<file path="config.mk">
export PLATFORM = sky130hd
export DESIGN_NAME = register_bank
export DESIGN_NICKNAME = d
export VERILOG_FILES = /design/src/hw/cpu_pkg.sv /design/src/hw/register_bank.sv
export SDC_FILE = /design/constraint.sdc
export NUM_CORES = 1
export LEC_CHECK = 0
export BUFFER_PORTS_ARGS = -buffer_cell sky130_fd_sc_hd__buf_2
export CAP_MARGIN = 30
export CORE_MARGIN = 3
export CORE_UTILIZATION = 57
export CTS_CLUSTER_SIZE = 24
export DETAILED_ROUTE_END_ITERATION = 8
export PLACE_DENSITY = 0.8
export SKIP_LAST_GASP = 1
export SLEW_MARGIN = 20
export SYNTH_ARGS = -nofsm -noshare
export SYNTH_HDL_FRONTEND = slang
export SYNTH_SLANG_ARGS = --single-unit
</file>
<file path="constraint.sdc">
create_clock -name clka -period 4.9 [get_ports clka]
set_clock_uncertainty 0.2 [all_clocks]
set_input_delay 0.245 -clock clka [delete_from_list [all_inputs] [get_ports clka]]
set_output_delay 0.245 -clock clka [all_outputs]
set_load 0.02 [all_outputs]
</file>
<file path="src/hw/cpu_pkg.sv">
package cpu_pkg;

  localparam int word_w      = 16;
  localparam int phys_addr_w = 10;  // 1024-word RAM
  localparam int page_bits   = 6;   // 64 words per page
  localparam int num_pages   = 16;
  localparam int page_idx_w  = 4;
  localparam int lpage_w     = word_w - page_bits;  // logical page number width
  localparam int num_regs    = 32;
  localparam int reg_idx_w   = 5;

  // opcodes carried in the upper byte of the head word
  localparam logic [7:0] op_jmp       = 8'd1;
  localparam logic [7:0] op_ram2reg   = 8'd2;
  localparam logic [7:0] op_reg2ram   = 8'd3;
  localparam logic [7:0] op_num2reg   = 8'd4;
  localparam logic [7:0] op_reg_plus  = 8'd5;
  localparam logic [7:0] op_reg_minus = 8'd6;
  localparam logic [7:0] op_exit      = 8'd17;

  // first word of an instruction
  typedef struct packed {
    logic [7:0] opcode;
    logic [7:0] reg_num;
  } instr_head_t;

  // a RAM word seen as an instruction head or as plain data
  typedef union packed {
    instr_head_t             head;
    logic [word_w-1:0]       raw;
  } ram_word_u;

  typedef struct packed {
    logic                    en;
    logic [phys_addr_w-1:0]  addr;
    logic [word_w-1:0]       data;
  } ram_wr_t;

  typedef enum logic [1:0] {
    alu_set,  // reg = imm
    alu_add,  // reg = reg + imm
    alu_sub   // reg = reg - imm
  } alu_op_t;

endpackage

</file>
<file path="src/hw/register_bank.sv">
`timescale 1ns/100ps

module register_bank (
  input  logic                           clka,
  input  logic                           rst,
  input  logic [cpu_pkg::reg_idx_w-1:0]  reg_idx,
  input  cpu_pkg::alu_op_t               alu_op,
  input  logic [cpu_pkg::word_w-1:0]     imm,
  input  logic                           wr_en,
  input  logic                           load_en,
  input  logic [cpu_pkg::word_w-1:0]     load_data,
  output logic [cpu_pkg::word_w-1:0]     reg_val
);
  import cpu_pkg::*;

  logic [word_w-1:0] regs [num_regs];

  assign reg_val = regs[reg_idx];  // combinational read

  always_ff @(posedge clka) begin
    if (!rst) begin
      for (int i = 0; i < num_regs; i++) begin
        regs[i] <= '0;
      end
    end else if (load_en) begin
      regs[reg_idx] <= load_data;  // word from RAM
    end else if (wr_en) begin
      case (alu_op)
        alu_set: regs[reg_idx] <= imm;
        alu_add: regs[reg_idx] <= regs[reg_idx] + imm;  // wraps at 16 bits
        alu_sub: regs[reg_idx] <= regs[reg_idx] - imm;
        default: ;
      endcase
    end
  end

endmodule

</file>
* Word-level counts from Yosys, hierarchy flattened
Memories as Yosys holds them, arrays and structs flattened.
Index checks and enable logic that the tools add are counted.
** Word-level totals
- Bits in registers :: 0
- Bits in writable memories :: 512
- Word-level logic and storage cells :: 35
- Output and inout bits :: 16
- Memories kept :: 1
** Memories
- regs :: depth 32, width 16, rd ports 1, clocked after Yosys merged registers in 0, write ports 32, line register_bank.sv:16 : logic [word_w-1:0] regs [num_regs];
** Operators by class
- Reductions and logical operators :: 2
- Equal/unequal tests :: 2
- Multiplexer cells :: 25
- Bitwise logic cells :: 3
- Add/sub/neg operators :: 2
** Operator list (count)
- $mux W16 :: 4
- $mux W1 :: 20
- $add A16 B16 Y16 :: 1
- $reduce_or A16 Y1 :: 1
- $sub A16 B16 Y16 :: 1
- $mux W5 :: 1
- $or A1 B1 Y1 :: 3
- $eq A2 B1 Y1 const B :: 1
- $eq A2 B2 Y1 const B :: 1
- $logic_not A2 Y1 :: 1

* Logic depth before layout (Yosys ltp)
- Word-level depth :: 11
- Mapped depth :: 20
- Mapped depth without buffers :: 16

* Least setup slack after synthesis
No wires, ideal clock.
- Kind :: input to register
- Start point :: in reg_idx[0] (netlist name)
- End point :: mem regs[10][15], data pin
- Library setup time :: 264 ps
- Arrival :: 4989 ps
- Stages :: 17
- Path slack :: -553 ps
- Required time :: 4436 ps
- Path buffers :: 5
- Cell sequence :: buf_6 > clkbuf_1 > buf_1 > mux4_2 > a22oi_1 > nand4_1 > ha_1 > clkbuf_1 > or3_1 > or4_1 > a2111oi_0 > a21oi_1 > a211oi_1 > o31ai_1 > a32oi_4 > buf_6 > nor2_2
** RTL lines
- from (decl) :: line register_bank.sv:6 : input logic [cpu_pkg::reg_idx_w-1:0] reg_idx,
- to (decl) :: line register_bank.sv:16

==> results.md <==
* Initial DRC count at 2559
* Final core utilization at 66.96%
* Leak at 10.22 nW
* Post-layout min period at 4803 ps
* Gr usage total at 31.06%
* DP Worst Slack at -316.7 ps
* Most common cell after layout, fill and taps aside: edfxtp_1
* Routability cong. at 1.007
* IO Count at 59
* YS warnings at 0
* Post-DP HPWL at 43890 um
* Drt total wl at 68170 um
* #FFs+latches synth at 512
* Via Count at 16300
* Commonest non-fill, non-tap cells in the layout: 512 x edfxtp_1, 508 x nor2_1, 148 x buf_4
* Largest area contributor in the synthesized netlist: edfxtp_1
* Root Driver: clkbuf_16
* Power Density at 359.6 nW/um^2
* Worst Reg2Reg Path Length in Cells at 13
* Initial Utilization at 57.96%
* CTS max path bufs at 3
* Syn Nets at 1834
* Peak supply drop at 0.2859 mV
* Tightest Pin Transition at 1042 ps
* CP Data Required Time at 5010 ps
* Total CTS buffers at 49
* Worst-path clk slew at 60 ps
* Post-Synthesis Cells at 1755
* Post-synthesis async set-or-reset flop share at 0%
* Critical path fanouts, max at 24
* Post-synthesis average cell area at 13.55 um^2
* Mux contribution to synthesized area at 12.22%
* Post-synth EDFFs at 512
* Die Width at 210.2 um
* Core area at 41020 um^2
* Port Buf Inserts at 58
* Full die area at 44190 um^2
* Worst setup EP type: flop
* Final Hold Viols at 0
* Reg2Reg Setup Slack at 100 ps
* H-tree levels at 2
* Global-route wire length before repair at 102000 um
* Synth Area in Simple Gates at 12.15%
* Crit path from: regs[31][12]
* Main combinational cell family by area after synthesis: multiplexers
* Relative max-transition margin at 30.31%
* Largest regs: regs: 512 flops
* Row count at 74
* Largest register FFs at 512
* Adder-Cell Fraction of Synth Area at 1.958%
* Wire length per cell at 27.70 um
* Detailed-route vias per instance at 6.622
* Nets at 1973
* Seq/Total Area, Yosys at 64.67%
* DIE HEIGHT at 210.2 um
* Final setup viols at 0
* Reg2Reg Capture Point: regs[0][15]
* Max cap viols at 0
* Clock Sinks at 512
* Hold crit path type: input port to flop
* CTS tree: built
* Critical path launch point type: flop
* First-pass DRT Iterations at 6
* DRT antenna net count at 0
* Status: complete, no violations
* End of the critical path: regs[0][15]
* Clk_lat worst skew at 580 ps
* Top cells by area, synth: edfxtp_1 65%, mux4_2 11%, nor2_1 8.0%
* Fin. max-slew vios at 0
* Layout Area Growth over Synthesis at 15.53%
* Number of distinct library cells after synthesis at 61
* Vias in the first global route at 16220
* XOR/XNOR Fraction of Synth Area at 0.4421%
* Post-synth top area share at 64.67%
* Grt total ovfl at 0
* Ys flop type: edfxtp_1
* Register with the most flip-flops: regs
* F_max at 208.2 MHz
* Data arrival time of the critical path at 4920 ps
* Layout cells sized above 1 at 24.59%
* Synth Area in Compound Gates at 5.668%
* CP Class: flop to flop
* Setup ws final at 96.91 ps
* Post-Syn Area at 23770 um^2
* DRC viols at 0
* Reg-to-reg startpoint: regs[31][12]
* Period utilisation layout at 98.02%
* Antenna violations before repair at 0
* Pin count of the biggest net entering global routing at 33
## synthesized netlist by cell type (5+ instances only)
cell      number
a211oi_1       9
a21o_1         6
a21oi_1       30
a22o_1        12
a22oi_1       56
and3_1         7
buf_1         14
clkbuf_1     124
edfxtp_1     512
ha_1          34
inv_1         28
mux2_2         8
mux4_2       121
nand2_1       88
nand2b_1       6
nand3_1        6
nand4_1       13
nor2_1       508
nor2_2        20
nor2b_1        5
nor3_1        13
nor3b_1        5
nor4_1         9
o211ai_1       5
o21a_1         5
o21ai_0       20
o21bai_1       5
o221ai_1       5
or2_2          5
xnor2_1        7
xor2_1         5
## layer usage
metal / track usage [%] / vias to the layer above / share of wire [%]
met5: 0 / - / 0
met1: 42.16 / 7990 / 36
met4: 14.62 / 0 / 5.6
met3: 6.489 / 241 / 12
li1: - / 6771 / -
met2: 49.06 / 1295 / 47
## cell families after synthesis
logic type               Yosys count
AO/OA/AOI/OAI                    188
XOR/XNOR                          12
adder cells (fa/ha/maj)           36
buffers and inverters            174
flip-flops                       512
multiplexers                     133
AND/OR/NAND/NOR                  700
## metrics by stage
step | TNS (ps) | hold slack [ps] | cells | area, um^2 | total power [mW]
after floorplan | 0 | 341.8 | 1755 | 23880 | 5.823
after global placement | -19180 | 630.7 | 2373 | 25980 | 6.414
after detailed placement | -28240 | 643.9 | 2373 | 25980 | 6.446
after CTS | 0 | 53.09 | 2458 | 27410 | 9.841
after global routing | -21.67 | 52.26 | 2460 | 27460 | 10.11
final | 0 | 35.20 | 2461 | 27470 | 9.876
## worst min path at each step
stage                             from     endpoint  slack, ps  depth (start not counted)
after detailed placement  load_data[1]  regs[12][1]        640                          4
after floorplan           load_data[1]  regs[10][1]        340                          2
final                     load_data[1]  regs[12][1]         40                          4
after global placement    load_data[1]  regs[12][1]        630                          4
after CTS                 load_data[1]  regs[13][1]         50                          4
after global routing      load_data[1]  regs[12][1]         50                          4
## cell type report
| class | count | area (um^2) |
|---|---|---|
| well taps | 532 | 665.6 |
| flip-flops and latches | 512 | 15370 |
| diodes | 1 | 2.502 |
| inverters | 28 | 105.1 |
| clock inverters | 22 | 95.09 |
| multi-input cells | 1069 | 7916 |
| repair buffers | 234 | 1984 |
| fillers | 2688 | 13550 |
| clock buffers | 63 | 1321 |
## where the power goes
part	switching, mW	total [mW]	internal [mW]
combinational	0.866	1.39	0.527
clock	1.59	3.47	1.89
sequential	0.0453	5.01	4.96
## critical path: stages, from the launching register on
cell	delay, ps
edfxtp_1	410
mux4_2	510
a22oi_1	330
nand4_1	320
ha_4	310
or3_1	410
or4_1	400
a2111oi_0	390
a21oi_1	160
a211oi_2	280
o31ai_1	150
a32oi_4	320
buf_12	240
nor2_1	80
## repair_timing
action,CTS,global route
resized for setup,1,4
pin swaps,0,0
hold buffers,0,0
endpoints found under the setup margin,3,60
setup buffers,0,0
Power figures use the tool's default switching activity.
