### config.mk
export PLATFORM = sky130hd
export DESIGN_NAME = instr_sequencer
export DESIGN_NICKNAME = d
export VERILOG_FILES = /design/src/hw/cpu_pkg.sv /design/src/hw/instr_sequencer.sv
export SDC_FILE = /design/constraint.sdc
export NUM_CORES = 1
export LEC_CHECK = 0
export BUFFER_PORTS_ARGS = -buffer_cell sky130_fd_sc_hd__buf_2
export CAP_MARGIN = 20
export CORE_ASPECT_RATIO = 2
export CORE_MARGIN = 2
export CORE_UTILIZATION = 55
export DETAILED_ROUTE_END_ITERATION = 16
export PLACE_DENSITY = 0.82
export SLEW_MARGIN = 20
export SYNTH_ARGS = -nofsm -noshare
export SYNTH_HDL_FRONTEND = slang
export SYNTH_SLANG_ARGS = --single-unit
export TNS_END_PERCENT = 1
### constraint.sdc
create_clock -name clka -period 13.4 [get_ports clka]
set_input_delay 2.68 -clock clka [delete_from_list [all_inputs] [get_ports clka]]
set_output_delay 2.68 -clock clka [all_outputs]
set_load 0.02 [all_outputs]
### src/hw/cpu_pkg.sv
package cpu_pkg;

  localparam int word_w      = 16;
  localparam int phys_addr_w = 10;  // 1024-word RAM
  localparam int page_bits   = 6;   // 64 words per page
  localparam int num_pages   = 16;
  localparam int page_idx_w  = 4;
  localparam int lpage_w     = word_w - page_bits;  // logical page number width
  localparam int num_regs    = 32;
  localparam int reg_idx_w   = 5;

  // opcodes carried in the upper byte of the head word
  localparam logic [7:0] op_jmp       = 8'd1;
  localparam logic [7:0] op_ram2reg   = 8'd2;
  localparam logic [7:0] op_reg2ram   = 8'd3;
  localparam logic [7:0] op_num2reg   = 8'd4;
  localparam logic [7:0] op_reg_plus  = 8'd5;
  localparam logic [7:0] op_reg_minus = 8'd6;
  localparam logic [7:0] op_exit      = 8'd17;

  // first word of an instruction
  typedef struct packed {
    logic [7:0] opcode;
    logic [7:0] reg_num;
  } instr_head_t;

  // a RAM word seen as an instruction head or as plain data
  typedef union packed {
    instr_head_t             head;
    logic [word_w-1:0]       raw;
  } ram_word_u;

  typedef struct packed {
    logic                    en;
    logic [phys_addr_w-1:0]  addr;
    logic [word_w-1:0]       data;
  } ram_wr_t;

  typedef enum logic [1:0] {
    alu_set,  // reg = imm
    alu_add,  // reg = reg + imm
    alu_sub   // reg = reg - imm
  } alu_op_t;

endpackage

### src/hw/instr_sequencer.sv
`timescale 1ns/100ps

module instr_sequencer (
  input  logic                             clka,
  input  logic                             rst,
  input  logic                             run,
  output logic                             xlate_start,
  output logic [cpu_pkg::word_w-1:0]       xlate_addr,
  input  logic                             xlate_done,
  input  logic [cpu_pkg::phys_addr_w-1:0]  phys_addr,
  output logic [cpu_pkg::phys_addr_w-1:0]  rd_addr,
  input  cpu_pkg::ram_word_u               rdata,
  output cpu_pkg::ram_wr_t                 core_wr,
  output logic [cpu_pkg::reg_idx_w-1:0]    reg_idx,
  output cpu_pkg::alu_op_t                 alu_op,
  output logic [cpu_pkg::word_w-1:0]       imm,
  output logic                             wr_en,
  output logic                             load_en,
  output logic [cpu_pkg::word_w-1:0]       load_data,
  input  logic [cpu_pkg::word_w-1:0]       reg_val,
  output logic                             halted
);
  import cpu_pkg::*;

  typedef enum logic [3:0] {
    s_head_x,     // start translation of pc
    s_head_wait,
    s_head_rd,    // head word on rdata
    s_op_wait,
    s_op_rd,      // operand word on rdata
    s_decode,
    s_mem_wait,   // data address translation for load or store
    s_load_rd,
    s_halt
  } seq_state_t;

  seq_state_t         state;
  logic [word_w-1:0]  pc;
  logic [word_w-1:0]  operand;
  instr_head_t        head;
  logic               xlate_busy;  // a translation is outstanding

  // the MMU holds phys_addr after done, so the RAM reads it directly
  assign rd_addr = phys_addr;
  assign reg_idx = head.reg_num[reg_idx_w-1:0];

  always_comb begin
    core_wr.en   = (state == s_mem_wait) && xlate_done && (head.opcode == op_reg2ram);
    core_wr.addr = phys_addr;
    core_wr.data = reg_val;
  end

  always_ff @(posedge clka) begin
    if (!rst || !run) begin
      state       <= s_head_x;
      pc          <= '0;
      xlate_start <= 1'b0;
      xlate_busy  <= 1'b0;
      wr_en       <= 1'b0;
      load_en     <= 1'b0;
      halted      <= 1'b0;
    end else begin
      xlate_start <= 1'b0;  // strobes last one cycle
      wr_en       <= 1'b0;
      load_en     <= 1'b0;
      if (xlate_start) begin
        xlate_busy <= 1'b1;
      end else if (xlate_done) begin
        xlate_busy <= 1'b0;
      end

      case (state)
        s_head_x: begin
          xlate_start <= 1'b1;
          xlate_addr  <= pc;
          state       <= s_head_wait;
        end
        s_head_wait: if (xlate_done) state <= s_head_rd;
        s_head_rd: begin
          head        <= rdata.head;
          xlate_start <= 1'b1;
          xlate_addr  <= pc + 16'd1;  // operand word
          state       <= s_op_wait;
        end
        s_op_wait: if (xlate_done) state <= s_op_rd;
        s_op_rd: begin
          operand <= rdata.raw;
          state   <= s_decode;
        end
        s_decode: begin
          pc    <= pc + 16'd2;
          state <= s_head_x;
          case (head.opcode)
            op_jmp: pc <= operand;
            op_ram2reg, op_reg2ram: begin
              xlate_start <= 1'b1;
              xlate_addr  <= operand;
              state       <= s_mem_wait;
            end
            op_num2reg: begin
              wr_en  <= 1'b1;
              alu_op <= alu_set;
              imm    <= operand;
            end
            op_reg_plus: begin
              wr_en  <= 1'b1;
              alu_op <= alu_add;
              imm    <= operand;
            end
            op_reg_minus: begin
              wr_en  <= 1'b1;
              alu_op <= alu_sub;
              imm    <= operand;
            end
            op_exit: begin
              halted <= 1'b1;
              state  <= s_halt;
            end
            default: ;  // unknown opcode, just step over it
          endcase
        end
        s_mem_wait: begin
          if (xlate_done) begin
            state <= (head.opcode == op_ram2reg) ? s_load_rd : s_head_x;
          end
        end
        s_load_rd: begin
          load_en   <= 1'b1;
          load_data <= rdata.raw;
          state     <= s_head_x;
        end
        s_halt:  state <= s_halt;  // wait for run to drop
        default: state <= s_head_x;
      endcase
    end
  end

  a_one_xlate: assert property (@(posedge clka) disable iff (!rst)
    xlate_start |-> !xlate_busy)
    else $error("translation requested while another is outstanding");

  // host may only write once the core has stopped
  a_no_core_wr_stopped: assert property (@(posedge clka) disable iff (!rst)
    !run |-> !core_wr.en)
    else $error("core write while run is low");

endmodule

* Yosys cells after proc, flatten, opt, wreduce, memory -nomap -nowiden
Cells that the tools add are included.
Operators by class: add/subtract/negate cells 2, eq/ne operators 19, multiplexer cells 14, bitwise gates (word level) 2, reduce and logical (&&, ||, !) cells 20
Operator list (number):
- $pmux W16 S3 | 1
- $mux W16 | 2
- $pmux W4 S8 | 1
- $eq A8 B3 Y1 const B | 3
- $add A16 B1 Y16 const B | 1
- $add A16 B2 Y16 const B | 1
- $eq A4 B3 Y1 const B | 4
- $eq A8 B2 Y1 const B | 2
- $mux W4 | 3
- $reduce_and A3 Y1 | 4
- $eq A4 B2 Y1 const B | 2
- $eq A8 B1 Y1 const B | 1
- $eq A8 B5 Y1 const B | 1
- $pmux W4 S2 | 1
- $reduce_and A2 Y1 | 4
- $ne A2 B2 Y1 const B | 3
- $pmux W2 S3 | 1
- $reduce_bool A3 Y1 | 2
- $reduce_or A2 Y1 | 3
- $eq A4 B1 Y1 const B | 1
- $eq A4 B4 Y1 const B | 1
- $logic_not A4 Y1 | 1
- $mux W1 | 3
- $mux W3 | 1
- other kinds (7) | 10
Word-level totals: bits in registers 103, input bits 46, output and inout port bits 96, word-level logic and storage cells 70

* Longest topological paths before layout
depth in word-level cells 4, depth in mapped cells 7

* Least setup slack after synthesis
No wires, ideal clock.
path kind input-to-reg, start input port rst, end register alu_op[0], enable pin, library setup time 493 ps, arrival 5837 ps, data required time 12907 ps, setup slack 7070 ps, stages on the path 3, path buffers 1, cell sequence nand2_1 > clkbuf_8 > a2111oi_0
Between the ends: word-level cells in the longest chain between the ends 4
RTL lines:
- start: declaration | line instr_sequencer.sv:5 | input logic rst,
- $logic_not A1 Y1 | line instr_sequencer.sv:54 | if (!rst || !run) begin
- $logic_or A1 B1 Y1 | line instr_sequencer.sv:54
- $not A1 Y1 (no line)
- $reduce_and A3 Y1 (no line)
- end signal: assignment | line instr_sequencer.sv:102 | alu_op <= alu_set;
- end signal: assignment | line instr_sequencer.sv:107 | alu_op <= alu_add;
- end signal: assignment | line instr_sequencer.sv:112 | alu_op <= alu_sub;
- end: declaration | line instr_sequencer.sv:15 | output cpu_pkg::alu_op_t alu_op,
No other way between the ends. A chain may end at the register's enable or synchronous reset.

==> flow_metrics.py <==
metrics = {
    "synth": {
        "netlist_area_um2": 4990,
        "synth_cell_type_count": 66,
        "synth_xor_area_share_pct": 0.176,
        "synth_warnings": 0,
        "synth_top_area_share_pct": 47.6,
        "yosys.area_share.simple_pct": 16.2,
        "synth-async-reset-ratio_pct": 0,
        "synth_compound_area_share_pct": 13.6,
        "postSynthAreaPerCell_um2": 11.9,
        "muxShareOfSynthArea_pct": 0.201,
        "synth_flop_cell": "edfxtp_1",
        "ys_seq_area_share_pct": 57.2,
        "synthAdderAreaFrac_pct": 0.502,
        "synth_edf_count": 79,
        "synth-seq-cells": 103,
        "synth_top_family_by_area": "simple AND/OR/NAND/NOR gates",
        "synth_top_area_cell": "edfxtp_1",
        "syn-num-nets": 468,
        "synthTopCellsByArea": "edfxtp_1 (48%), dfxtp_1 (9.6%), buf_4 (6.3%)",
        "netlist_instances": 420,
    },
    "floorplan": {
        "dieHeight_um": 139,
        "num_rows": 49,
        "ios": 142,
        "die_w_um": 71.3,
        "die_area_um2": 9890,
        "coreArea_um2": 8890,
        "initial_core_util_pct": 56.1,
    },
    "run_status": {
        "status": "complete, no violations",
    },
    "detailed_routing": {
        "drtIter0Drc": 277,
        "viasPerCell": 6.30,
        "dr.pass1.iters": 6,
        "drc_errors": 0,
        "vias": 3479,
        "wl_per_cell_um": 20.1,
        "drt.antenna.violating_nets": 0,
        "wl_um": 11100,
    },
    "setup_path": {
        "critPathKind": "input port to output pin",
        "rrSetupSlack_ns": 10.59,
        "rr_worst_depth": 5,
        "cp.required_ns": 10.72,
        "end_kind": "output pin",
        "path_max_fanout": 8,
        "worst-endpoint-arrival_ns": 3.31,
        "r2r-end": "imm[1]",
        "r2r-start": "head[11]",
        "cp-start-kind": "input port",
    },
    "timing": {
        "worst_slew_pin_slew_ns": 1.03,
        "hold_viol_final": 0,
        "hold_ws_ns": 0.486,
        "clock.fmax_mhz": 167,
        "min_period_ns": 5.99,
        "maxSlewViolCount": 0,
        "clock_skew_ns": 0.00943,
        "setup_ws_ns": 7.41,
        "setup_violations": 0,
        "slew_headroom_pct": 31.0,
        "min_period_over_period_pct": 44.7,
        "rsz0062_at_grt": "no",
        "setup_tns_ns": 0,
    },
    "global_route": {
        "grt_overflow": 0,
        "grt_max_degree": 27,
        "grt_pass1_wl_um": 17600,
        "grtUsageTotal_pct": 23.2,
        "antenna_found_initial": 0,
        "grt_use_met1_pct": 23.8,
        "grtUsageMet3_pct": 5.74,
        "grt_pass1_vias": 3493,
        "top_usage_layer": "met2",
        "met2_usage_pct": 41.0,
    },
    "hold_path": {
        "hold_class": "flip-flop to flip-flop",
        "holdPathStages": 0,
        "holdPathEnd": "imm[3]",
        "worstHoldStart": "operand[3]",
    },
    "clock_network": {
        "root_buffer": "clkbuf_16",
        "ctsResizeCount": 0,
        "post_cts_buffers": 0,
        "cts_buffers": 9,
        "path_clk_slew_ns": 0.07,
        "clock_path_buffers": 2,
        "cts.sinks": 103,
        "tritoncts": "built",
        "clk-insertion-delay-late_ns": 0.35,
        "htree_levels": 3,
        "cts_hold_buf": 0,
    },
    "power_and_ir_drop": {
        "power_density_nw_per_um2": 117,
        "internal_power_uw": 495,
        "combPwrFrac_pct": 2.7,
        "ir_drop_mv": 0.124,
        "sw_frac_of_total_pct": 20.6,
        "pwr-share-seq_pct": 55.5,
        "leakagePower_nw": 1.82,
        "power_uw": 624,
        "clockPowerShare_pct": 41.8,
        "p_sw_uw": 128,
    },
    "final_layout": {
        "area_growth_pct": 6.62,
        "fillerInstances": 711,
        "nets": 493,
        "fin_cells": 552,
        "layout-drive-gt1-share_pct": 27.3,
        "n_antenna_cell": 0,
        "utilization_pct": 59.8,
        "finish.instance_area_um2": 5320,
    },
    "run": {
        "cap_violations": 0,
    },
    "placed_design": {
        "dpl_worst_slack_ns": 7.41,
        "dp_hpwl_um": 7880,
        "place_area_um2": 5020,
        "placedCellCount": 536,
        "io_buffer_count": 79,
        "gp_congestion": 0.976,
    },
}
-- registers in the layout (all words and copies together), names as in the netlist, 4 cells and up --
signal and count:
head 8, imm 16, pc 16, operand 16, load_data 16, reg_idx 5
xlate_addr 16, state 4
-- worst max path at each step --
stage,start,endpoint,slack [ns]
floorplan,rst,alu_op[0],7.07
global placement,xlate_done,core_wr[26],7.42
detailed placement,xlate_done,core_wr[26],7.41
CTS,xlate_done,core_wr[26],7.41
global route,xlate_done,core_wr[26],7.37
finish,xlate_done,core_wr[26],7.41
-- routing by layer --
metal,vias up,wire length (um)
met3,38,703
met2,167,6090
met5,-,0
li1,1612,-
met1,1662,3790
met4,0,536
-- placed cells by master (no fill, tap or decap), drive strengths merged, types with 4 or more instances in the layout --
cell,count
dfxtp,24
nand2,37
a21oi,22
or3,4
nor4b,4
and2,4
clkbuf,9
o311ai,4
nand3,21
and3,10
nor3,8
o21ai,18
inv,5
buf,87
a31oi,10
o31a,6
nand4,7
nor4,5
clkinv,5
nand2b,5
or4,5
o22ai,4
nor2,14
o211ai,11
edfxtp,79
-- Yosys cell counts, types with 5 or more instances --
cell / instances
nor3_1: 8
and3_1: 9
a31oi_1: 10
nand3_1: 20
edfxtp_1: 79
buf_4: 42
nand4_1: 7
dfxtp_1: 24
nand2b_1: 5
nand2_1: 37
o21ai_0: 18
nor2_1: 14
clkbuf_8: 9
a21oi_1: 22
o211ai_1: 11
clkbuf_1: 15
-- area by class of cell --
type	instances	area (um^2)	share of cell area [%]
Clock inverter	7	72.6	1.37
Timing Repair Buffer	87	455	8.57
Inverter	4	15.0	0.282
Sequential cell	103	2850	53.7
Clock buffer	9	225	4.24
Multi-Input combinational cell	240	1570	29.5
Tap cell	102	128	2.40
-- worst max-delay path, cell delays in order --
cell and delay [ns]:
buf_2 0.14, and3_1 0.18, and3_1 0.17, buf_2 0.15
-- cell families after synthesis --
logic type | after synthesis
xor+xnor | 1
flops | 103
compound gates | 100
mux | 1
fa+ha+maj | 2
buf+inv | 77
simple gates | 136
-- power groups by stage --
stage	Sequential, mW	Combinational, mW	Clock (mW)
finish	0.346	0.0169	0.261
global route	0.346	0.0185	0.277
CTS	0.346	0.0171	0.265
detailed placement	0.353	0.0170	0
global placement	0.353	0.0165	0
floorplan	0.355	0.0236	0
No activity file was read; power rests on OpenSTA's default activity.
