$ cat src/hw/cpu_pkg.sv
package cpu_pkg;

  localparam int word_w      = 16;
  localparam int phys_addr_w = 10;  // 1024-word RAM
  localparam int page_bits   = 6;   // 64 words per page
  localparam int num_pages   = 16;
  localparam int page_idx_w  = 4;
  localparam int lpage_w     = word_w - page_bits;  // logical page number width
  localparam int num_regs    = 32;
  localparam int reg_idx_w   = 5;

  // opcodes carried in the upper byte of the head word
  localparam logic [7:0] op_jmp       = 8'd1;
  localparam logic [7:0] op_ram2reg   = 8'd2;
  localparam logic [7:0] op_reg2ram   = 8'd3;
  localparam logic [7:0] op_num2reg   = 8'd4;
  localparam logic [7:0] op_reg_plus  = 8'd5;
  localparam logic [7:0] op_reg_minus = 8'd6;
  localparam logic [7:0] op_exit      = 8'd17;

  // first word of an instruction
  typedef struct packed {
    logic [7:0] opcode;
    logic [7:0] reg_num;
  } instr_head_t;

  // a RAM word seen as an instruction head or as plain data
  typedef union packed {
    instr_head_t             head;
    logic [word_w-1:0]       raw;
  } ram_word_u;

  typedef struct packed {
    logic                    en;
    logic [phys_addr_w-1:0]  addr;
    logic [word_w-1:0]       data;
  } ram_wr_t;

  typedef enum logic [1:0] {
    alu_set,  // reg = imm
    alu_add,  // reg = reg + imm
    alu_sub   // reg = reg - imm
  } alu_op_t;

endpackage

$ cat src/hw/page_mmu.sv
`timescale 1ns/100ps

module page_mmu (
  input  logic                             clka,
  input  logic                             rst,
  input  logic                             run,
  input  logic                             xlate_start,
  input  logic [cpu_pkg::word_w-1:0]       xlate_addr,
  output logic                             xlate_done,
  output logic [cpu_pkg::phys_addr_w-1:0]  phys_addr
);
  import cpu_pkg::*;

  typedef enum logic [1:0] {
    mmu_idle,
    mmu_walk,  // following the chain from page 0
    mmu_scan   // looking for a free page
  } mmu_state_t;

  mmu_state_t             state;
  logic [page_idx_w-1:0]  next_tbl  [num_pages];  // 0 marks the chain tail
  logic [lpage_w-1:0]     lpage_tbl [num_pages];
  logic [num_pages-1:0]   valid;
  logic [page_idx_w-1:0]  free_ptr;
  logic [page_idx_w-1:0]  cur_page;   // walk position, then scan position
  logic [page_idx_w-1:0]  tail_page;
  logic [lpage_w-1:0]     last_lpage;
  logic [page_idx_w-1:0]  last_ppage;
  logic [lpage_w-1:0]     req_lpage;
  logic [page_bits-1:0]   req_off;

  // xlate_addr is held until done
  assign req_lpage = xlate_addr[word_w-1:page_bits];
  assign req_off   = xlate_addr[page_bits-1:0];

  always_ff @(posedge clka) begin
    if (!rst || !run) begin
      state        <= mmu_idle;
      xlate_done   <= 1'b0;
      valid        <= num_pages'(1);  // page 0 holds logical page 0
      free_ptr     <= page_idx_w'(1);
      cur_page     <= '0;
      tail_page    <= '0;
      last_lpage   <= '0;
      last_ppage   <= '0;
      next_tbl[0]  <= '0;
      lpage_tbl[0] <= '0;
    end else begin
      xlate_done <= 1'b0;
      case (state)
        mmu_idle: begin
          if (xlate_start) begin
            if (req_lpage == last_lpage) begin
              xlate_done <= 1'b1;  // same page as last time
              phys_addr  <= {last_ppage, req_off};
            end else begin
              cur_page <= '0;
              state    <= mmu_walk;
            end
          end
        end
        mmu_walk: begin
          if (lpage_tbl[cur_page] == req_lpage) begin
            xlate_done <= 1'b1;
            phys_addr  <= {cur_page, req_off};
            last_lpage <= req_lpage;
            last_ppage <= cur_page;
            state      <= mmu_idle;
          end else if (next_tbl[cur_page] == '0) begin
            tail_page <= cur_page;
            cur_page  <= free_ptr;
            state     <= mmu_scan;
          end else begin
            cur_page <= next_tbl[cur_page];
          end
        end
        mmu_scan: begin
          if (!valid[cur_page]) begin
            valid[cur_page]     <= 1'b1;  // claim and append to tail
            lpage_tbl[cur_page] <= req_lpage;
            next_tbl[cur_page]  <= '0;
            next_tbl[tail_page] <= cur_page;
            free_ptr            <= cur_page + page_idx_w'(1);
            xlate_done          <= 1'b1;
            phys_addr           <= {cur_page, req_off};
            last_lpage          <= req_lpage;
            last_ppage          <= cur_page;
            state               <= mmu_idle;
          end else begin
            cur_page <= cur_page + page_idx_w'(1);
          end
        end
        default: state <= mmu_idle;
      endcase
    end
  end

  // out of physical pages
  a_scan_in_range: assert property (@(posedge clka) disable iff (!rst || !run)
    (state == mmu_scan) && valid[cur_page] |-> cur_page != page_idx_w'(num_pages - 1))
    else $error("page scan ran past the last physical page");

endmodule

$ cat config.mk
export PLATFORM = sky130hd
export DESIGN_NAME = page_mmu
export DESIGN_NICKNAME = d
export VERILOG_FILES = /design/src/hw/cpu_pkg.sv /design/src/hw/page_mmu.sv
export SDC_FILE = /design/constraint.sdc
export NUM_CORES = 1
export LEC_CHECK = 0
export ABC_AREA = 1
export BUFFER_PORTS_ARGS = -buffer_cell sky130_fd_sc_hd__buf_4
export CORE_ASPECT_RATIO = 1.75
export CORE_MARGIN = 2
export CORE_UTILIZATION = 40
export CTS_CLUSTER_SIZE = 14
export DETAILED_ROUTE_END_ITERATION = 7
export HOLD_SLACK_MARGIN = 0.12
export PLACE_DENSITY = 0.55
export SETUP_SLACK_MARGIN = 0.05
export SLEW_MARGIN = 0
export SYNTH_ARGS = -nofsm -noshare
export SYNTH_HDL_FRONTEND = slang
export SYNTH_SLANG_ARGS = --single-unit
$ cat constraint.sdc
create_clock -name clka -period 6.35 [get_ports clka]
set_clock_uncertainty 0.05 [all_clocks]
set_input_delay 0.3175 -clock clka [delete_from_list [all_inputs] [get_ports clka]]
set_output_delay 0.3175 -clock clka [all_outputs]
set_load 0.02 [all_outputs]
# Word-level counts from Yosys, hierarchy flattened
# Memory sizes are Yosys's and may differ from the RTL's. A register that Yosys moved wholly into a read port is not among the register bits.
# Cells that the tools add are included.
totals:
  regBits: 55
  ramBits: 224
  inputBits: 20
  output_inout_bits: 11
  mem_count: 2
mem_list:
  columns: ["name", "depth", "word_bits", "rd", "rd_clocked_by_memory_dff", "wr", "line", "rtl"]
  rows:
  - ["lpage_tbl", 16, 10, 1, 1, 1, "page_mmu.sv:22", "logic [lpage_w-1:0] lpage_tbl [num_pages];"]
  - ["next_tbl", 16, 4, 1, 1, 2, "page_mmu.sv:21", "logic [page_idx_w-1:0] next_tbl [num_pages];"]
classes:
  n_addsub: 1
  order_cmp: 2
  eq_ne: 12
  muxes: 47
  bitwise_logic: 4
  reduce_logical: 16
op_table:
  columns: ["operator", "n"]
  rows:
  - ["$mux 10", 7]
  - ["$mux 4", 14]
  - ["$pmux 10 s3", 1]
  - ["$eq 10x10->1", 2]
  - ["$pmux 10 s2", 1]
  - ["$or 16x16->16", 1]
  - ["$ne 2x2->1 const B", 7]
  - ["$mux 1", 13]
  - ["$pmux 4 s3", 1]
  - ["$mux 2", 5]
  - ["$reduce_or 10->1", 1]
  - ["$pmux 4 s2", 1]
  - ["$pmux 2 s3", 1]
  - ["$reduce_and 3->1", 2]
  - ["$reduce_and 6->1", 1]
  - ["$lt 4x5->1 const B", 1]
  - ["$reduce_and 5->1", 1]
  - ["$add 4x1->4 const B", 1]
  - ["$bmux 1 s4", 1]
  - ["$demux 1 s4", 1]
  - ["$ge 4x1->1 const B", 1]
  - ["$logic_not 4->1", 1]
  - ["$reduce_and 4->1", 1]
  - ["$reduce_or 4->1", 1]
  - ["other kinds (12)", 15]

# Depth between registers and ports, before layout
# Gate-level depths: netlist of run 1.
depth:
  depth_word: 8
  mapped_depth: 21

# Least setup slack after synthesis of run 1
# Ideal clock, no wire load.
synth_path:
  path_type: "register to register"
  startpoint: "register cur_page[0]"
  endpoint: "memory lpage_tbl[7][0] (netlist bit), enable pin"
  arrival_ns: 2.216
  t_required_ns: 5.924
  path_slack_ns: 3.708
  stages_incl_launch_ff: 13
  n_path_buf: 3
  period_less_slack_ns: 2.642
  path_cell_list: "dfxtp_1 > buf_2 > a21oi_1 > o21ai_0 > a21oi_1 > or2_1 > nor2_1 > nand2_1 > inv_2 > nand2_2 > buf_2 > buf_1 > nor2_1"
synth_via:
  elab_chain_cells: 8
synth_rtl:
  columns: ["element", "line", "rtl"]
  rows:
  - ["from (decl)", "page_mmu.sv:25", "logic [page_idx_w-1:0] cur_page;"]
  - ["from (signal assigned)", "page_mmu.sv:71", "cur_page <= free_ptr;"]
  - ["from (signal assigned)", "page_mmu.sv:74", "cur_page <= next_tbl[cur_page];"]
  - ["from (signal assigned)", "page_mmu.sv:90", "cur_page <= cur_page + page_idx_w'(1);"]
  - ["$bmux 1 s4", "page_mmu.sv:78", "if (!valid[cur_page]) begin"]
  - ["$mux 1 (implied by the code)", "page_mmu.sv:78", null]
  - ["$mux 1", "page_mmu.sv:78", null]
  - ["$mux 1", "page_mmu.sv:50", "case (state)"]
  - ["$mux 1", "page_mmu.sv:37", "if (!rst || !run) begin"]
  - ["$mux 1 (implied by the code)", "page_mmu.sv:80", "lpage_tbl[cur_page] <= req_lpage;"]
  - ["$reduce_or 10->1 (no source line)", null, null]
  - ["$mux 4 (no source line) or $mux 1 (tied branches)", null, null]
  - ["to (decl)", "page_mmu.sv:22", null]
# Several ways; a longest one is shown, not always the timed one. The select of a mux whose other input is x is not followed.

# Worst setup path after layout of run 1
layout_path:
  startpoint: "register cur_page[0]"
  endpoint: "memory lpage_tbl[1][7] (netlist bit), enable pin"
# Same word-level chain as after synthesis.

==> qor.yml, run 1 <==
synth:
  synth_ff_type: "edfxtp_1"
  async_reset_ff_share_pct: 0
  synth_area_leaders: "edfxtp_1 (55%), nand2_1 (8.8%), dfxtp_1 (7.7%)"
  ys_ff_latch: 283
  yosys.area.top_type_share_pct: 54.8
  ys_seq_area_share_pct: 62.5
  avgSynthCellArea_um2: 9.55
  ys_warn_count: 0
  netlist_area_um2: 12800
  synth_most_common_cell: "nand2_1"
  yosys-top-cells-count: "nand2_1 (300), edfxtp_1 (234), nor2_1 (232), nand3_1 (139), inv_1 (117)"
  syn_nets: 1370
  syn_inst: 1342
  synth-edff-count: 234
  synth_cell_type_count: 38
  synth.largest_area_cell: "edfxtp_1"
setup_path:
  rr_worst_depth: 11
  critPathMaxStageDelay_ns: 0.80
  crit_family: "simple AND/OR/NAND/NOR gates"
  path_cells: "inv_1 > o21ai_0 > a21oi_1 > or2_1 > nor2_1 > nand2_1 > inv_2 > nand2_2 > nor2_1 > nand2_1 > nor2_1"
  cp.arrival_ns: 4.66
  cp_max_fo: 28
  crit_top_cell: "nor2_1"
  cp_slowest_cell: "nor2_1"
  regToRegSetupSlack_ns: 1.81
  crit_buf_inv: 2
  timing.rr.start: "cur_page[0]"
  r2r_end: "lpage_tbl[1][7]"
  end_kind: "register"
  crit_type: "reg2reg"
  start_kind: "register"
  crit_cells: 11
  worstPathRequired_ns: 6.47
power:
  leakage_nw: 5.53
  total_power_mw: 3.76
  ir_drop_mv: 0.170
  powerDensity_nw_per_um2: 266
clock_network:
  cts_inserted_buffers: 27
  clock_latency_ns: 0.55
  clk_pin_slew_ns: 0.07
  cts_resized: 0
  cts_tree: "done"
  htree_num_levels: 1
  cts_sinks: 283
  cts_buffer_depth: 3
  clockRootBuffer: "clkbuf_16"
  cts_setup_buffers: 0
finish:
  n_antenna_cell: 0
  nets: 1379
  area.growth.synth_to_final_pct: 10.2
  drive_gt1_share_pct: 9.34
  stdcell_count: 1766
grt:
  grt_pass1_vias: 9502
  grt_overflow: 0
  grt_max_degree: 76
  antenna_found_initial: 0
  grt_pass1_wl_mm: 54.3
  track_usage_pct: 21.7
drt:
  via_count: 9290
  ant_nets: 0
  routed_wl_mm: 36.4
  wire_per_inst_um: 20.6
  drc: 0
  first_iter_violations: 738
  routed_via_density: 5.26
  drt_pass1_iterations: 5
sta:
  setup_tns_ns: 0
  fin_crit_sh_pct: 71.5
  rsz0062_at_grt: "false"
  setup_viol: 0
  final_max_slew_viol_count: 0
  min_period_ns: 4.54
  maxSlewHeadroom_pct: 21.8
  worstMarginPinSlew_ns: 1.17
  final-hold-violation-count: 0
  fmax_ghz: 0.220
die:
  dieArea_um2: 33500
  floorplan.initialDensity_pct: 40.6
  rows: 86
  die_x_um: 139
  fp.coreArea_um2: 31500
  die_h_um: 241
  io_pins: 31
worst_hold_path:
  min-delay-start: "xlate_addr[15]"
  holdPathEnd: "last_lpage[9]"
  min_delay_path_depth: 5
  worstHoldPathType: "in2reg"
placed_design:
  numPortBuffers: 30
  dp.cells: 1712
  place.gp.congestion: 0.888
  place_hpwl_mm: 25.0
outcome:
  status: "finished, final reports clean"
job:
  max-cap-violations: 0
-- cell usage in the layout, fill, tap and decap left out, types with 5 or more instances in the layout --
cell / count
xnor2_1: 5
ha_1: 8
o21ai_1: 24
nand4_1: 8
nand3_1: 139
buf_4: 38
nor2_2: 35
nand2_1: 300
o21ai_0: 65
inv_1: 117
inv_2: 7
nor2_1: 222
dfxtp_1: 48
o211ai_1: 14
edfxtp_1: 234
clkbuf_1: 9
o22ai_1: 6
dlygate4sd3_1: 6
a21oi_1: 19
clkbuf_16: 27
-- logic make-up (layout without fill, tap and decap cells) --
group	after synthesis	in the layout	synth area share (%)
compound gates	133	133	5.66
simple gates	721	721	23.9
fa+ha+maj	8	8	0.781
buf+inv	189	217	6.65
xor+xnor	8	8	0.547
flops	283	283	62.5
-- report_power, final --
| group | total, mW | switching (mW) | internal, mW |
|---|---|---|---|
| clock | 1.54 | 0.688 | 0.850 |
| sequential | 2.00 | 0.0119 | 1.99 |
| combinational | 0.218 | 0.152 | 0.0668 |
-- per-stage QoR --
stage	hold slack (ns)	instance area, um^2	setup slack, ns	util (%)
final	0.156	14100	1.81	44.8
after global routing	0.187	14100	1.41	44.8
after CTS	0.156	14100	1.87	44.8
after detailed placement	0.395	13200	1.88	42.0
after global placement	0.385	13200	1.97	42.0
after floorplan	0.366	12800	3.71	-
-- worst max-delay path by stage --
stage                            from               to  slack, ns
after floorplan           cur_page[0]  lpage_tbl[7][0]       3.71
after global placement    cur_page[0]  lpage_tbl[1][5]       1.97
after detailed placement  cur_page[0]  lpage_tbl[1][5]       1.88
after CTS                 cur_page[0]  lpage_tbl[1][5]       1.87
after global routing      cur_page[0]  lpage_tbl[1][5]       1.41
final                     cur_page[0]  lpage_tbl[1][7]       1.81
-- cell type report --
| type | instances | area [um^2] |
|---|---|---|
| Fill cell | 3094 | 17400 |
| Sequential cell | 283 | 8010 |
| Multi-Input combinational cell | 870 | 3980 |
| Clock buffer | 38 | 737 |
| Tap cell | 396 | 495 |
| Inverter | 125 | 469 |
| Timing Repair Buffer | 44 | 345 |
| Clock inverter | 10 | 85.1 |
-- repair_timing --
action                     4_1_cts  5_1_grt
hold buffers                     6        0
setup endpoints to repair        0        0
hold endpoints to repair         6        0
-- sequential cells by signal, indices dropped and copies added, names as in the netlist, named ones only --
register / cells
next_tbl: 64
tail_page: 4
cur_page: 4
phys_addr: 10
xlate_done: 1
lpage_tbl: 160
last_ppage: 4
state: 2
free_ptr: 4
last_lpage: 10
valid: 16
-- routing by layer --
layer / GRT usage [%] / vias up / routed length [um]
met4: 13.0 / 0 / 2280
met2: 43.5 / 210 / 20700
li1: - / 4466 / -
met1: 21.3 / 4512 / 12500
met3: 1.83 / 102 / 911
met5: 0 / - / 0
-- worst reg2reg max path: stages (launching register included) --
cell     delay [ns]
dfxtp_1        0.59
inv_1          0.54
o21ai_0        0.34
a21oi_1        0.09
or2_1          0.23
nor2_1         0.11
nand2_1        0.19
inv_2          0.11
nand2_2        0.36
nor2_1         0.34
nand2_1        0.40
nor2_1         0.80
Power figures use the tool's default switching activity.
==> run 2: changes to the inputs <==
--- a/config.mk
+++ b/config.mk
@@ -13,7 +13,7 @@
 export CTS_CLUSTER_SIZE = 14
 export DETAILED_ROUTE_END_ITERATION = 7
 export HOLD_SLACK_MARGIN = 0.12
-export PLACE_DENSITY = 0.55
+export PLACE_DENSITY = 0.57
 export SETUP_SLACK_MARGIN = 0.05
 export SLEW_MARGIN = 0
 export SYNTH_ARGS = -nofsm -noshare
==> constraint.sdc (replaced) <==
create_clock -name clka -period 4.1 [get_ports clka]
set_clock_uncertainty 0.05 [all_clocks]
set_input_delay 0.205 -clock clka [delete_from_list [all_inputs] [get_ports clka]]
set_output_delay 0.205 -clock clka [all_outputs]
set_load 0.02 [all_outputs]
==> run 2 against run 1 <==
Compared with the run above:
- core utilization up 1.4 points
- sequential power up 55%
- power up 57%
- highest routed layer unchanged
- non-clock buffer count up 49
- routed wire length down 4.3%
- first-iteration DRC count up 15%
==> qor.yml, run 2 (synthesis results as in run 1) <==
sta:
  maxSlewHeadroom_pct: 56.1  # was 21.8%
  setup_tns_ns: 0  # unchanged
  fin_crit_sh_pct: 87.2  # was 71.5%
  worstMarginPinSlew_ns: 0.658  # was 1.17 ns
  fmax_ghz: 0.280  # was 0.220 GHz
  rsz0062_at_grt: "false"  # unchanged
  final_max_slew_viol_count: 0  # unchanged
  min_period_ns: 3.58  # was 4.54 ns
  final-hold-violation-count: 0  # unchanged
  setup_viol: 0  # unchanged
die:
  io_pins: 31  # unchanged
  dieArea_um2: 33500  # unchanged
  fp.coreArea_um2: 31500  # unchanged
  die_h_um: 241  # unchanged
  die_x_um: 139  # unchanged
  floorplan.initialDensity_pct: 40.6  # unchanged
  rows: 86  # unchanged
drt:
  via_count: 9435  # was 9290
  wire_per_inst_um: 19.2  # was 20.6 um
  routed.top_layer: "met4"  # unchanged
  routed_via_density: 5.20  # was 5.26
  drc: 0  # unchanged
  routed_wl_mm: 34.9  # was 36.4 mm
  first_iter_violations: 846  # was 738
  wl_met1_mm: 12.2  # was 12.5 mm
  route.met3.wl_mm: 1.28  # was 911 um
  drt_pass1_iterations: 7  # was 5
  ant_nets: 0  # unchanged
  wl_met2_mm: 19.3  # was 20.7 mm
clock_network:
  cts_hold_buffers: 18  # was 6
  htree_num_levels: 1  # unchanged
  clockRootBuffer: "clkbuf_16"  # unchanged
  cts_tree: "done"  # unchanged
  clk_pin_slew_ns: 0.06  # was 0.07 ns
  clock_latency_ns: 0.55  # about the same
  cts_inserted_buffers: 27  # unchanged
  cts_setup_buffers: 0  # unchanged
  cts_resized: 0  # unchanged
  cts_buffer_depth: 3  # unchanged
  cts_sinks: 283  # unchanged
finish:
  largestRegisters: "lpage_tbl x160, next_tbl x64, valid x16"  # unchanged
  seqCellArea_um2: 8010  # unchanged
  multi_input_comb_area_um2: 3950  # was 3980 um^2
  final_util_pct: 46.2  # was 44.8%
  drive_gt1_share_pct: 11.2  # was 9.34%
  nets: 1428  # was 1379
  largest_register: "lpage_tbl"  # unchanged
  final_common_cell: "nand2_1"  # unchanged
  fill_cells: 2969  # was 3094
  n_antenna_cell: 0  # unchanged
  area.growth.synth_to_final_pct: 13.7  # was 10.2%
  largest_reg_flops: 160  # unchanged
  final_cell_mix: "nand2_1 (300), edfxtp_1 (234), nor2_1 (232)"  # was nand2_1 (300), edfxtp_1 (234), nor2_1 (222)
grt:
  grt_pass1_vias: 9469  # was 9502
  track_usage_pct: 21.0  # was 21.7%
  grt_max_degree: 124  # was 76
  grt_overflow: 0  # unchanged
  antenna_found_initial: 0  # unchanged
  grt_pass1_wl_mm: 53.6  # was 54.3 mm
outcome:
  status: "finished, final reports clean"  # unchanged
setup_path:
  end_kind: "register"  # unchanged
  start_kind: "register"  # unchanged
  cp_max_fo: 20  # was 28
  regToRegSetupSlack_ns: 0.52  # was 1.81 ns
  crit_type: "reg2reg"  # unchanged
  worstPathRequired_ns: 4.23  # was 6.47 ns
  cp.arrival_ns: 3.71  # was 4.66 ns
power:
  ir_drop_mv: 0.274  # was 0.170 mV
  powerDensity_nw_per_um2: 405  # was 266 nW/um^2
  leakage_nw: 5.81  # was 5.53 nW
worst_hold_path:
  worstHoldPathType: "in2reg"  # unchanged
placed_design:
  place_hpwl_mm: 23.9  # was 25.0 mm
  place.gp.congestion: 0.863  # was 0.888
  numPortBuffers: 30  # unchanged
job:
  max-cap-violations: 0  # unchanged
## run 2: changes by cell type in the layout (fill, tap and decap cells not counted), sizes merged
| cell | before | now |
|---|---|---|
| bufinv | 1 | 2 |
| buf | 38 | 75 |
| dlygate4sd3 | 6 | 18 |
| clkinv | 6 | 9 |
| clkbuf | 38 | 34 |
| inv | 126 | 127 |
## run 2: critical path, stage by stage (launching register included)
cell,delay (ns)
dfxtp_1,0.31
inv_1,0.48
a21oi_1,0.13
o21ai_1,0.10
a21oi_1,0.07
or2_1,0.26
nor2_1,0.12
nand2_1,0.21
inv_2,0.12
nand2_2,0.20
nor2_1,0.23
nand2_1,0.30
o21ai_0,0.61
## run 2: final timing paths
kind / cells past startpoint / startpoint / endpoint
setup / recovery: 12 / cur_page[0] / next_tbl[1][2]
hold / removal: 6 / xlate_start / state[1]
setup reg to reg: 12 / cur_page[0] / next_tbl[1][2]
hold reg to reg: 2 / valid[0] / valid[0]
## run 2: metal layers
layer  vias up  global-route usage, %
li1       4559                      -
met1      4523                   20.9
met2       246                   41.4
met3       107                   2.54
met4         0                   12.3
met5         -                      0
## run 2: cell type report
| cell class | count | area share [%] |
|---|---|---|
| clock buffers | 34 | 4.96 |
| clock inverters | 15 | 0.902 |
| inverters | 125 | 3.22 |
| multi-input cells | 870 | 27.1 |
| flip-flops and latches | 283 | 55.0 |
| well taps | 396 | 3.40 |
| repair buffers | 93 | 5.36 |
## run 2: metrics by stage
step / total power [mW] / cell area, um^2 / cells / hold slack [ns] / setup slack, ns
6_report: 5.90 / 14600 / 1816 / 0.196 / 0.524
5_1_grt: 6.08 / 14600 / 1816 / 0.227 / 0.189
4_1_cts: 5.93 / 14600 / 1816 / 0.182 / 0.517
3_5_place_dp: 3.50 / 13500 / 1749 / 0.336 / 0.535
3_3_place_gp: 3.50 / 13500 / 1749 / 0.333 / 0.586
2_1_floorplan: 3.40 / 12800 / 1342 / 0.254 / 1.46
## run 2: where the power goes
part	internal (mW)	switching, mW	total (mW)
Sequential	3.09	0.0104	3.10
Clock	1.37	1.07	2.44
Combinational	0.118	0.240	0.359
==> run 3: changes to the inputs <==
--- a/config.mk
+++ b/config.mk
@@ -8,8 +8,9 @@
 export ABC_AREA = 1
 export BUFFER_PORTS_ARGS = -buffer_cell sky130_fd_sc_hd__buf_4
 export CORE_ASPECT_RATIO = 1.75
-export CORE_MARGIN = 2
+export CORE_MARGIN = 3
 export CORE_UTILIZATION = 40
+export CTS_BUF_LIST = sky130_fd_sc_hd__clkbuf_4 sky130_fd_sc_hd__clkbuf_8
 export CTS_CLUSTER_SIZE = 14
 export DETAILED_ROUTE_END_ITERATION = 7
 export HOLD_SLACK_MARGIN = 0.12
==> constraint.sdc (replaced) <==
create_clock -name clka -period 4.1 [get_ports clka]
set_clock_uncertainty 0.05 [all_clocks]
set_input_delay 0.205 -clock clka [delete_from_list [all_inputs] [get_ports clka]]
set_output_delay 0.205 -clock clka [all_outputs]
set_load 0.1 [all_outputs]
==> run 3 against run 2 <==
Compared with the run above:
- via count increased by 0.81%
- critical path type unchanged
- final area is 0.61% higher
- register-to-register slack improved by 0.15 ns
- power shrank 0.39%
- die area up 2.3%
- largest cell class unchanged
- sequential power hardly changed
==> qor.yml, run 3 (synthesis results as in run 1) <==
outcome:
  status: "finished, final reports clean"  # unchanged
clock_network:
  cts_setup_buffers: 0  # unchanged
  cts_resized: 0  # unchanged
  clockRootBuffer: "clkbuf_8"  # was clkbuf_16
  clk_pin_slew_ns: 0.07  # was 0.06 ns
  cts_hold_buffers: 18  # unchanged
  cts_inserted_buffers: 41  # was 27
  cts_tree: "done"  # unchanged
  clock_latency_ns: 0.56  # was 0.55 ns
  htree_num_levels: 2  # was 1
  cts_buffer_depth: 3  # unchanged
  cts_sinks: 283  # unchanged
placed_design:
  preCtsSetupSlack_ns: 0.702  # was 0.535 ns
  numPortBuffers: 30  # unchanged
  place.gp.congestion: 0.878  # was 0.863
  place_hpwl_mm: 24.2  # was 23.9 mm
  dpl_cell_area_um2: 13600  # was 13500 um^2
sta:
  final-hold-violation-count: 0  # unchanged
  final_max_slew_viol_count: 0  # unchanged
  fin_crit_sh_pct: 83.6  # was 87.2%
  maxSlewHeadroom_pct: 48.2  # was 56.1%
  fmax_ghz: 0.292  # was 0.280 GHz
  setup_tns_ns: 0  # unchanged
  rsz0062_at_grt: "false"  # unchanged
  setup_viol: 0  # unchanged
  min_period_ns: 3.43  # was 3.58 ns
  fin_ws_ns: 0.674  # was 0.524 ns
  worstMarginPinSlew_ns: 0.777  # was 0.658 ns
worst_hold_path:
  worstHoldPathType: "in2reg"  # unchanged
setup_path:
  end_kind: "register"  # unchanged
  start_kind: "register"  # unchanged
  cp.arrival_ns: 3.58  # was 3.71 ns
  crit_type: "reg2reg"  # unchanged
  cp_max_fo: 26  # was 20
  worstPathRequired_ns: 4.25  # was 4.23 ns
die:
  die_x_um: 141  # was 139 um
  rows: 86  # unchanged
  floorplan.initialDensity_pct: 40.6  # unchanged
  io_pins: 31  # unchanged
  fp.coreArea_um2: 31500  # unchanged
  die_h_um: 243  # was 241 um
  dieArea_um2: 34300  # was 33500 um^2
grt:
  track_usage_pct: 20.6  # was 21.0%
  grt_max_degree: 124  # unchanged
  antenna_found_initial: 1  # was 0
  grt_pass1_vias: 9553  # was 9469
  grt_overflow: 0  # unchanged
  grt_pass1_wl_mm: 53.5  # was 53.6 mm
drt:
  first_iter_violations: 732  # was 846
  wire_per_inst_um: 19.1  # was 19.2 um
  drt_pass1_iterations: 5  # was 7
  routed_wl_mm: 35.2  # was 34.9 mm
  drc: 0  # unchanged
  routed_via_density: 5.16  # was 5.20
  ant_nets: 0  # unchanged
  via_count: 9511  # was 9435
finish:
  final_cell_mix: "nand2_1 (300), edfxtp_1 (234), nor2_1 (232)"  # unchanged
  area.growth.synth_to_final_pct: 14.4  # was 13.7%
  design_area_um2: 14700  # was 14600 um^2
  largest_register: "lpage_tbl"  # unchanged
  largest_reg_flops: 160  # unchanged
  fill_cells: 2971  # was 2969
  nets: 1445  # was 1428
  final_common_cell: "nand2_1"  # unchanged
  largestRegisters: "lpage_tbl x160, next_tbl x64, valid x16"  # unchanged
  drive_gt1_share_pct: 13.2  # was 11.2%
power:
  ir_drop_mv: 0.357  # was 0.274 mV
  p_int_mw: 4.53  # was 4.58 mW
  p_clk_share_pct: 41.1  # was 41.4%
  pwr-share-comb_pct: 6.2  # was 6.1%
  leakage_nw: 5.87  # was 5.81 nW
  total_power_mw: 5.87  # was 5.90 mW
  pwr-share-seq_pct: 52.7  # was 52.5%
  p_sw_mw: 1.34  # was 1.32 mW
  p_sw_share_pct: 22.9  # was 22.4%
  powerDensity_nw_per_um2: 401  # was 405 nW/um^2
job:
  max-cap-violations: 0  # unchanged
[run 3: worst paths after layout]
kind | slack (ns) | cells after the start | endpoint | start
setup / recovery | 0.67 | 12 | next_tbl[13][3] | cur_page[1]
hold / removal | 0.17 | 6 | state[1] | xlate_start
setup reg to reg | 0.67 | 12 | next_tbl[13][3] | cur_page[1]
hold reg to reg | 0.41 | 2 | valid[15] | valid[15]
[run 3: area by class of cell]
| class | count | area, um^2 | share of cell area (%) |
|---|---|---|---|
| sequential | 283 | 8010 | 54.7 |
| multi-input combinational | 870 | 3950 | 27.0 |
| timing repair buffer | 96 | 841 | 5.74 |
| clock buffer | 61 | 764 | 5.22 |
| tap | 396 | 495 | 3.38 |
| inverter | 125 | 469 | 3.20 |
| clock inverter | 13 | 115 | 0.786 |
| antenna | 1 | 2.50 | 0.0171 |
[run 3: routing by layer]
| layer | wire (um) | GRT usage, % | vias up | part of all wire, % |
|---|---|---|---|---|
| met2 | 19500 | 39.1 | 235 | 55 |
| met3 | 1180 | 2.44 | 99 | 3.3 |
| met5 | 0 | 0 | - | 0 |
| met4 | 2460 | 13.0 | 0 | 7.0 |
| li1 | - | - | 4596 | - |
| met1 | 12100 | 20.6 | 4581 | 34 |
[run 3: worst max-delay path, cell delays in order (launching register included)]
cell	delay, ns
dfxtp_1	0.40
inv_2	0.48
a21oi_1	0.10
o21ai_0	0.11
a21oi_1	0.08
or2_1	0.23
nor2_1	0.09
nand2_1	0.20
inv_2	0.12
nand2_2	0.12
nor2_1	0.18
nand2_1	0.28
o21ai_0	0.60
[run 3: stage by stage]
| step | std cells | utilization, % | hold WS (ns) |
|---|---|---|---|
| floorplan | 1342 | - | 0.254 |
| global placement | 1752 | 43.1 | 0.334 |
| detailed placement | 1752 | 43.1 | 0.335 |
| CTS | 1844 | 46.5 | 0.148 |
| global route | 1845 | 46.5 | 0.247 |
| finish | 1845 | 46.5 | 0.174 |
[run 3: power by group through the flow]
stage	combinational [mW]	sequential, mW	clock (mW)
2_1_floorplan	0.242	3.17	0
3_3_place_gp	0.349	3.16	0
3_5_place_dp	0.352	3.16	0
4_1_cts	0.368	3.10	2.46
5_1_grt	0.405	3.10	2.56
6_report	0.365	3.10	2.41
